## src/source/tdpram_pkg.sv

```systemverilog
/* shared widths and vector types for the dual-port memory subsystem
   imported by every RTL module and by the testbench */
`default_nettype none

package tdpram_pkg;

   // data path
   localparam int data_w = 32;                 // word width in bits
   localparam int be_w = data_w / 8;           // one enable per byte

   // address space
   localparam int addr_w = 8;                  // word address bits
   localparam int mem_words = 2 ** addr_w;     // 256 words of storage

   // write data, read data and per-bit masks all share this width
   typedef logic [data_w-1:0] data_t;

   typedef logic [addr_w-1:0] addr_t;          // word address

   typedef logic [be_w-1:0] be_t;              // byte enables, bit 0 = byte 0

endpackage : tdpram_pkg

`default_nettype wire

```

## src/source/write_collision_guard.sv

```systemverilog
/* resolves same-address writes from both ports so port A wins bit by bit
   sits on the mask path between port B's controller and the RAM */
`timescale 1ns/10ps
`default_nettype none

module write_collision_guard
   import tdpram_pkg::*;
(
   input  wire   clk_a,
   input  wire   reset,          // sync, active high
   // port a request to RAM
   input  wire   ce_a,
   input  wire   we_a,
   input  data_t wmask_a,        // port a bit mask
   input  addr_t addr_a,
   // port b request to RAM
   input  wire   ce_b,
   input  wire   we_b,
   input  data_t wmask_b_in,     // port b mask from its controller
   input  addr_t addr_b,
   // outputs
   output data_t wmask_b,        // port b mask to RAM
   output logic  collision       // one-cycle pulse after a dual write
);

   logic same_wr;                // both ports write one address
   logic hit;                    // real collision, bytes on both sides

   assign same_wr = ce_a & we_a & ce_b & we_b & (addr_a == addr_b);
   assign hit = same_wr & (|wmask_a) & (|wmask_b_in);

   // drop b's bits wherever a writes them too
   assign wmask_b = same_wr ? (wmask_b_in & ~wmask_a) : wmask_b_in;

   // collision reported for the cycle after the edge
   always_ff @(posedge clk_a) begin
      if (reset) begin
         collision <= 1'b0;
      end else begin
         collision <= hit;
      end
   end

endmodule : write_collision_guard

`default_nettype wire

```

## config.mk

```make
export PLATFORM = sky130hd
export DESIGN_NAME = write_collision_guard
export DESIGN_NICKNAME = d
export VERILOG_FILES = /design/src/source/tdpram_pkg.sv /design/src/source/write_collision_guard.sv
export SDC_FILE = /design/constraint.sdc
export NUM_CORES = 1
export LEC_CHECK = 0
export ABC_AREA = 1
export BUFFER_PORTS_ARGS = -buffer_cell sky130_fd_sc_hd__buf_2
export CORE_MARGIN = 10
export CORE_UTILIZATION = 39
export CTS_CLUSTER_SIZE = 28
export DETAILED_ROUTE_END_ITERATION = 8
export PLACE_DENSITY_LB_ADDON = 0.1
export SLEW_MARGIN = 30
export SYNTH_ARGS = -nofsm -noshare
export SYNTH_HDL_FRONTEND = slang
export SYNTH_SLANG_ARGS = --single-unit
```

## constraint.sdc

```tcl
create_clock -name clk_a -period 2.7 [get_ports clk_a]
set_input_delay 0.27 -clock clk_a [delete_from_list [all_inputs] [get_ports clk_a]]
set_output_delay 0.27 -clock clk_a [all_outputs]
set_load 0.03 [all_outputs]
```

==> flow_summary.html <==
<table>
<tr><th>Metric</th><th>Value</th></tr>
<tr><th colspan="2">Logic synthesis</th></tr>
<tr><td>Gate Count Post-Synth</td><td>204</td></tr>
<tr><td>Count of unique library cells instantiated by Yosys</td><td>18</td></tr>
<tr><td>Number of storage elements in the synthesis netlist</td><td>1</td></tr>
<tr><td>Synthesis Warnings</td><td>0</td></tr>
<tr><td>Mapped Area</td><td>1140 um^2</td></tr>
<tr><td>Sequential cell area fraction in the yosys report</td><td>0.0176</td></tr>
<tr><td>Total nets after synthesis</td><td>290</td></tr>
<tr><td>Post-Syn Area per Cell</td><td>5.58 um^2</td></tr>
<tr><th colspan="2">Power</th></tr>
<tr><td>IR Drop Worst-Case VDD</td><td>0.102 mV</td></tr>
<tr><td>Power per Cell Area</td><td>147 nW/um^2</td></tr>
<tr><td>Leakage power</td><td>1.07 nW</td></tr>
<tr><th colspan="2">Global routing</th></tr>
<tr><td>Initial antenna violation count</td><td>0</td></tr>
<tr><td>Pin count of the biggest net entering global routing</td><td>33</td></tr>
<tr><td>Global router's overall resource usage</td><td>0.129</td></tr>
<tr><td>Number of global-route vias before repair</td><td>1519</td></tr>
<tr><td>Congestion Overflow GR</td><td>0</td></tr>
<tr><td>Global-route wire length before repair</td><td>6.18 mm</td></tr>
<tr><th colspan="2">Setup path</th></tr>
<tr><td>Crit path launch type</td><td>input port</td></tr>
<tr><td>Element type at the critical path end</td><td>output pin</td></tr>
<tr><td>Data arrival time of the critical path</td><td>1650 ps</td></tr>
<tr><td>Start point of the critical path</td><td>addr_b[6]</td></tr>
<tr><td>Worst setup path class</td><td>input port to output pin</td></tr>
<tr><td>WP data required</td><td>2430 ps</td></tr>
<tr><td>CP Capture Point</td><td>wmask_b[21]</td></tr>
<tr><td>Cell type of the slowest stage on the worst timing path</td><td>sky130_fd_sc_hd__nor2_8</td></tr>
<tr><td>Stage delay of the slowest cell on the critical path</td><td>490 ps</td></tr>
<tr><td>Crit-path max FO</td><td>32</td></tr>
<tr><td>Critical path, cell by cell</td><td>buf_2 -&gt; xnor2_1 -&gt; nand3_2 -&gt; nor2_8 -&gt; nand3_2 -&gt; nand2_1 -&gt; inv_1 -&gt; buf_2</td></tr>
<tr><th colspan="2">Drt</th></tr>
<tr><td>Detailed-routing iteration count for the pre-antenna-repair pass</td><td>4</td></tr>
<tr><td>Number of routed nets with antenna violations</td><td>0</td></tr>
<tr><td>Average via count per standard cell</td><td>4.37</td></tr>
<tr><td>DRC violation count after routing</td><td>0</td></tr>
<tr><td>Sum of routed wire length over all layers</td><td>3.92 mm</td></tr>
<tr><td>Via count</td><td>1525</td></tr>
<tr><td>WL/cell</td><td>11.2 um</td></tr>
<tr><td>DRT iter0 DRCs</td><td>59</td></tr>
<tr><th colspan="2">CTS</th></tr>
<tr><td>Quantity of gates resized following cts</td><td>0</td></tr>
<tr><td>CTS hold repair buffers</td><td>0</td></tr>
<tr><td>Post-CTS Setup Bufs</td><td>0</td></tr>
<tr><td>CTS clk-pin slew, worst paths</td><td>0 ps</td></tr>
<tr><th colspan="2">Timing</th></tr>
<tr><td>Highest Clock Rate</td><td>521 MHz</td></tr>
<tr><td>Final-layout setup total negative slack</td><td>0 ps</td></tr>
<tr><td>Fin. max-slew vios</td><td>0</td></tr>
<tr><td>Final count of hold timing violations</td><td>0</td></tr>
<tr><td>Worst hold slack</td><td>523 ps</td></tr>
<tr><td>Final period demand of the worst path</td><td>1920 ps</td></tr>
<tr><td>Worst-case setup margin in the final layout</td><td>780 ps</td></tr>
<tr><td>Transition time at the pin with the least slew margin</td><td>597 ps</td></tr>
<tr><td>Final setup viols</td><td>0</td></tr>
<tr><td>Tcrit/Tclk final</td><td>0.711</td></tr>
<tr><td>Worst relative slew slack</td><td>0.602</td></tr>
<tr><td>Unrepaired setup endpoints after global routing</td><td>false</td></tr>
<tr><th colspan="2">Floorplanning</th></tr>
<tr><td>Number of core rows</td><td>19</td></tr>
<tr><td>Die outline height</td><td>74.0 um</td></tr>
<tr><td>Die area</td><td>5480 um^2</td></tr>
<tr><td>Top Ports</td><td>119</td></tr>
<tr><td>Starting Density</td><td>0.409</td></tr>
<tr><td>Core region area</td><td>2780 um^2</td></tr>
<tr><td>Die Wd</td><td>74.0 um</td></tr>
<tr><th colspan="2">Final layout</th></tr>
<tr><td>Reg area</td><td>20.0 um^2</td></tr>
<tr><td>Most frequent standard cell in the layout excluding fill and tap cells</td><td>sky130_fd_sc_hd__buf_2</td></tr>
<tr><td>Ratio of cells with drive above 1 in the final layout</td><td>0.497</td></tr>
<tr><td>Fill cells</td><td>317</td></tr>
<tr><td>Register name with the most flops</td><td>collision</td></tr>
<tr><td>Post-Layout Inst Area</td><td>1700 um^2</td></tr>
<tr><td>Top library cells by usage in the layout, fill and taps aside</td><td>sky130_fd_sc_hd__buf_2 (118), sky130_fd_sc_hd__nand2_1 (54), sky130_fd_sc_hd__inv_1 (53)</td></tr>
<tr><td>Final #Nets</td><td>406</td></tr>
<tr><td>Regs by FF count</td><td>collision: 1 flops</td></tr>
<tr><td>Inserted Diodes</td><td>0</td></tr>
<tr><td>Area added between synthesis and finish</td><td>49.7%</td></tr>
<tr><td>Max reg flops</td><td>1</td></tr>
<tr><td>Post-layout util</td><td>0.613</td></tr>
<tr><td>Area taken by multi-input logic gates</td><td>841 um^2</td></tr>
<tr><th colspan="2">Placed design</th></tr>
<tr><td>Routability-driven placement congestion ratio</td><td>0.761</td></tr>
<tr><td>Instance area after placement</td><td>1700 um^2</td></tr>
<tr><td>Setup WS pre-CTS</td><td>753 ps</td></tr>
<tr><td>PortBufs</td><td>118</td></tr>
<tr><td>Hpwl dp</td><td>3.65 mm</td></tr>
<tr><th colspan="2">Min path</th></tr>
<tr><td>Hold/Removal Path Class</td><td>input port to flop</td></tr>
<tr><th colspan="2">Run</th></tr>
<tr><td>Max Cap Violations</td><td>0</td></tr>
<tr><th colspan="2">Run status</th></tr>
<tr><td>Run status</td><td>completed</td></tr>
</table>
[cells by family (layout without fill, tap and decap cells)]
family                 after synthesis  in the layout  share of synthesized area
AND/OR/NAND/NOR                    139            139                      0.693
buffers and inverters               59            173                      0.244
XOR/XNOR                             5              5                     0.0451
flip-flops                           1              1                     0.0176
[routing by layer]
| metal | up-vias | routed length, um | share of wire | GRT usage |
|---|---|---|---|---|
| met5 | - | 0 | 0 | 0 |
| met4 | 0 | 0 | 0 | 0 |
| met3 | 0 | 586 | 0.15 | 0.0572 |
| met2 | 68 | 1830 | 0.47 | 0.238 |
| met1 | 626 | 1500 | 0.38 | 0.141 |
| li1 | 831 | - | - | - |
[area by class of cell]
class	count	share of cell area
multi-input combinational	144	0.493
timing repair buffer	120	0.355
inverter	53	0.117
tap	31	0.0228
sequential	1	0.0117
[Yosys cell counts]
master | instances | area, um^2
sky130_fd_sc_hd__and2_1 | 4 | 25.0
sky130_fd_sc_hd__and3_1 | 1 | 6.26
sky130_fd_sc_hd__buf_6 | 3 | 33.8
sky130_fd_sc_hd__buf_8 | 3 | 45.0
sky130_fd_sc_hd__dfxtp_1 | 1 | 20.0
sky130_fd_sc_hd__inv_1 | 53 | 199
sky130_fd_sc_hd__nand2_1 | 54 | 203
sky130_fd_sc_hd__nand3_1 | 3 | 15.0
sky130_fd_sc_hd__nand3_2 | 32 | 320
sky130_fd_sc_hd__nand3b_1 | 1 | 7.51
sky130_fd_sc_hd__nand4_1 | 4 | 25.0
sky130_fd_sc_hd__nand4_2 | 1 | 12.5
sky130_fd_sc_hd__nor2_1 | 35 | 131
sky130_fd_sc_hd__nor2_4 | 1 | 11.3
sky130_fd_sc_hd__nor2_8 | 1 | 20.0
sky130_fd_sc_hd__or2_2 | 2 | 12.5
sky130_fd_sc_hd__xnor2_1 | 4 | 35.0
sky130_fd_sc_hd__xnor2_2 | 1 | 16.3
[worst min-delay path by stage]
stage	startpoint	end	slack, ps	cells past startpoint
floorplan	reset	collision$_SDFF_PP0_	430	3
global placement	reset	collision$_SDFF_PP0_	530	4
detailed placement	reset	collision$_SDFF_PP0_	520	4
CTS	reset	collision$_SDFF_PP0_	520	4
global route	reset	collision$_SDFF_PP0_	580	4
finish	reset	collision$_SDFF_PP0_	520	4
[through the flow]
stage	std cells	power [mW]
after floorplan	204	0.146
after global placement	349	0.250
after detailed placement	349	0.253
after CTS	349	0.253
after global routing	349	0.275
final	349	0.250
[report_power, final]
part,leakage (nW),internal [mW],switching (mW)
Combinational,1.06,0.0941,0.141
Clock,0,0,0
Sequential,0.00805,0.0151,0.000000911
[worst max-delay path, delay by kind of cell]
family | cells | cell delay (ps)
simple gates | 4 | 850
xor+xnor | 1 | 210
buf+inv | 3 | 290
Power figures use the tool's default switching activity.
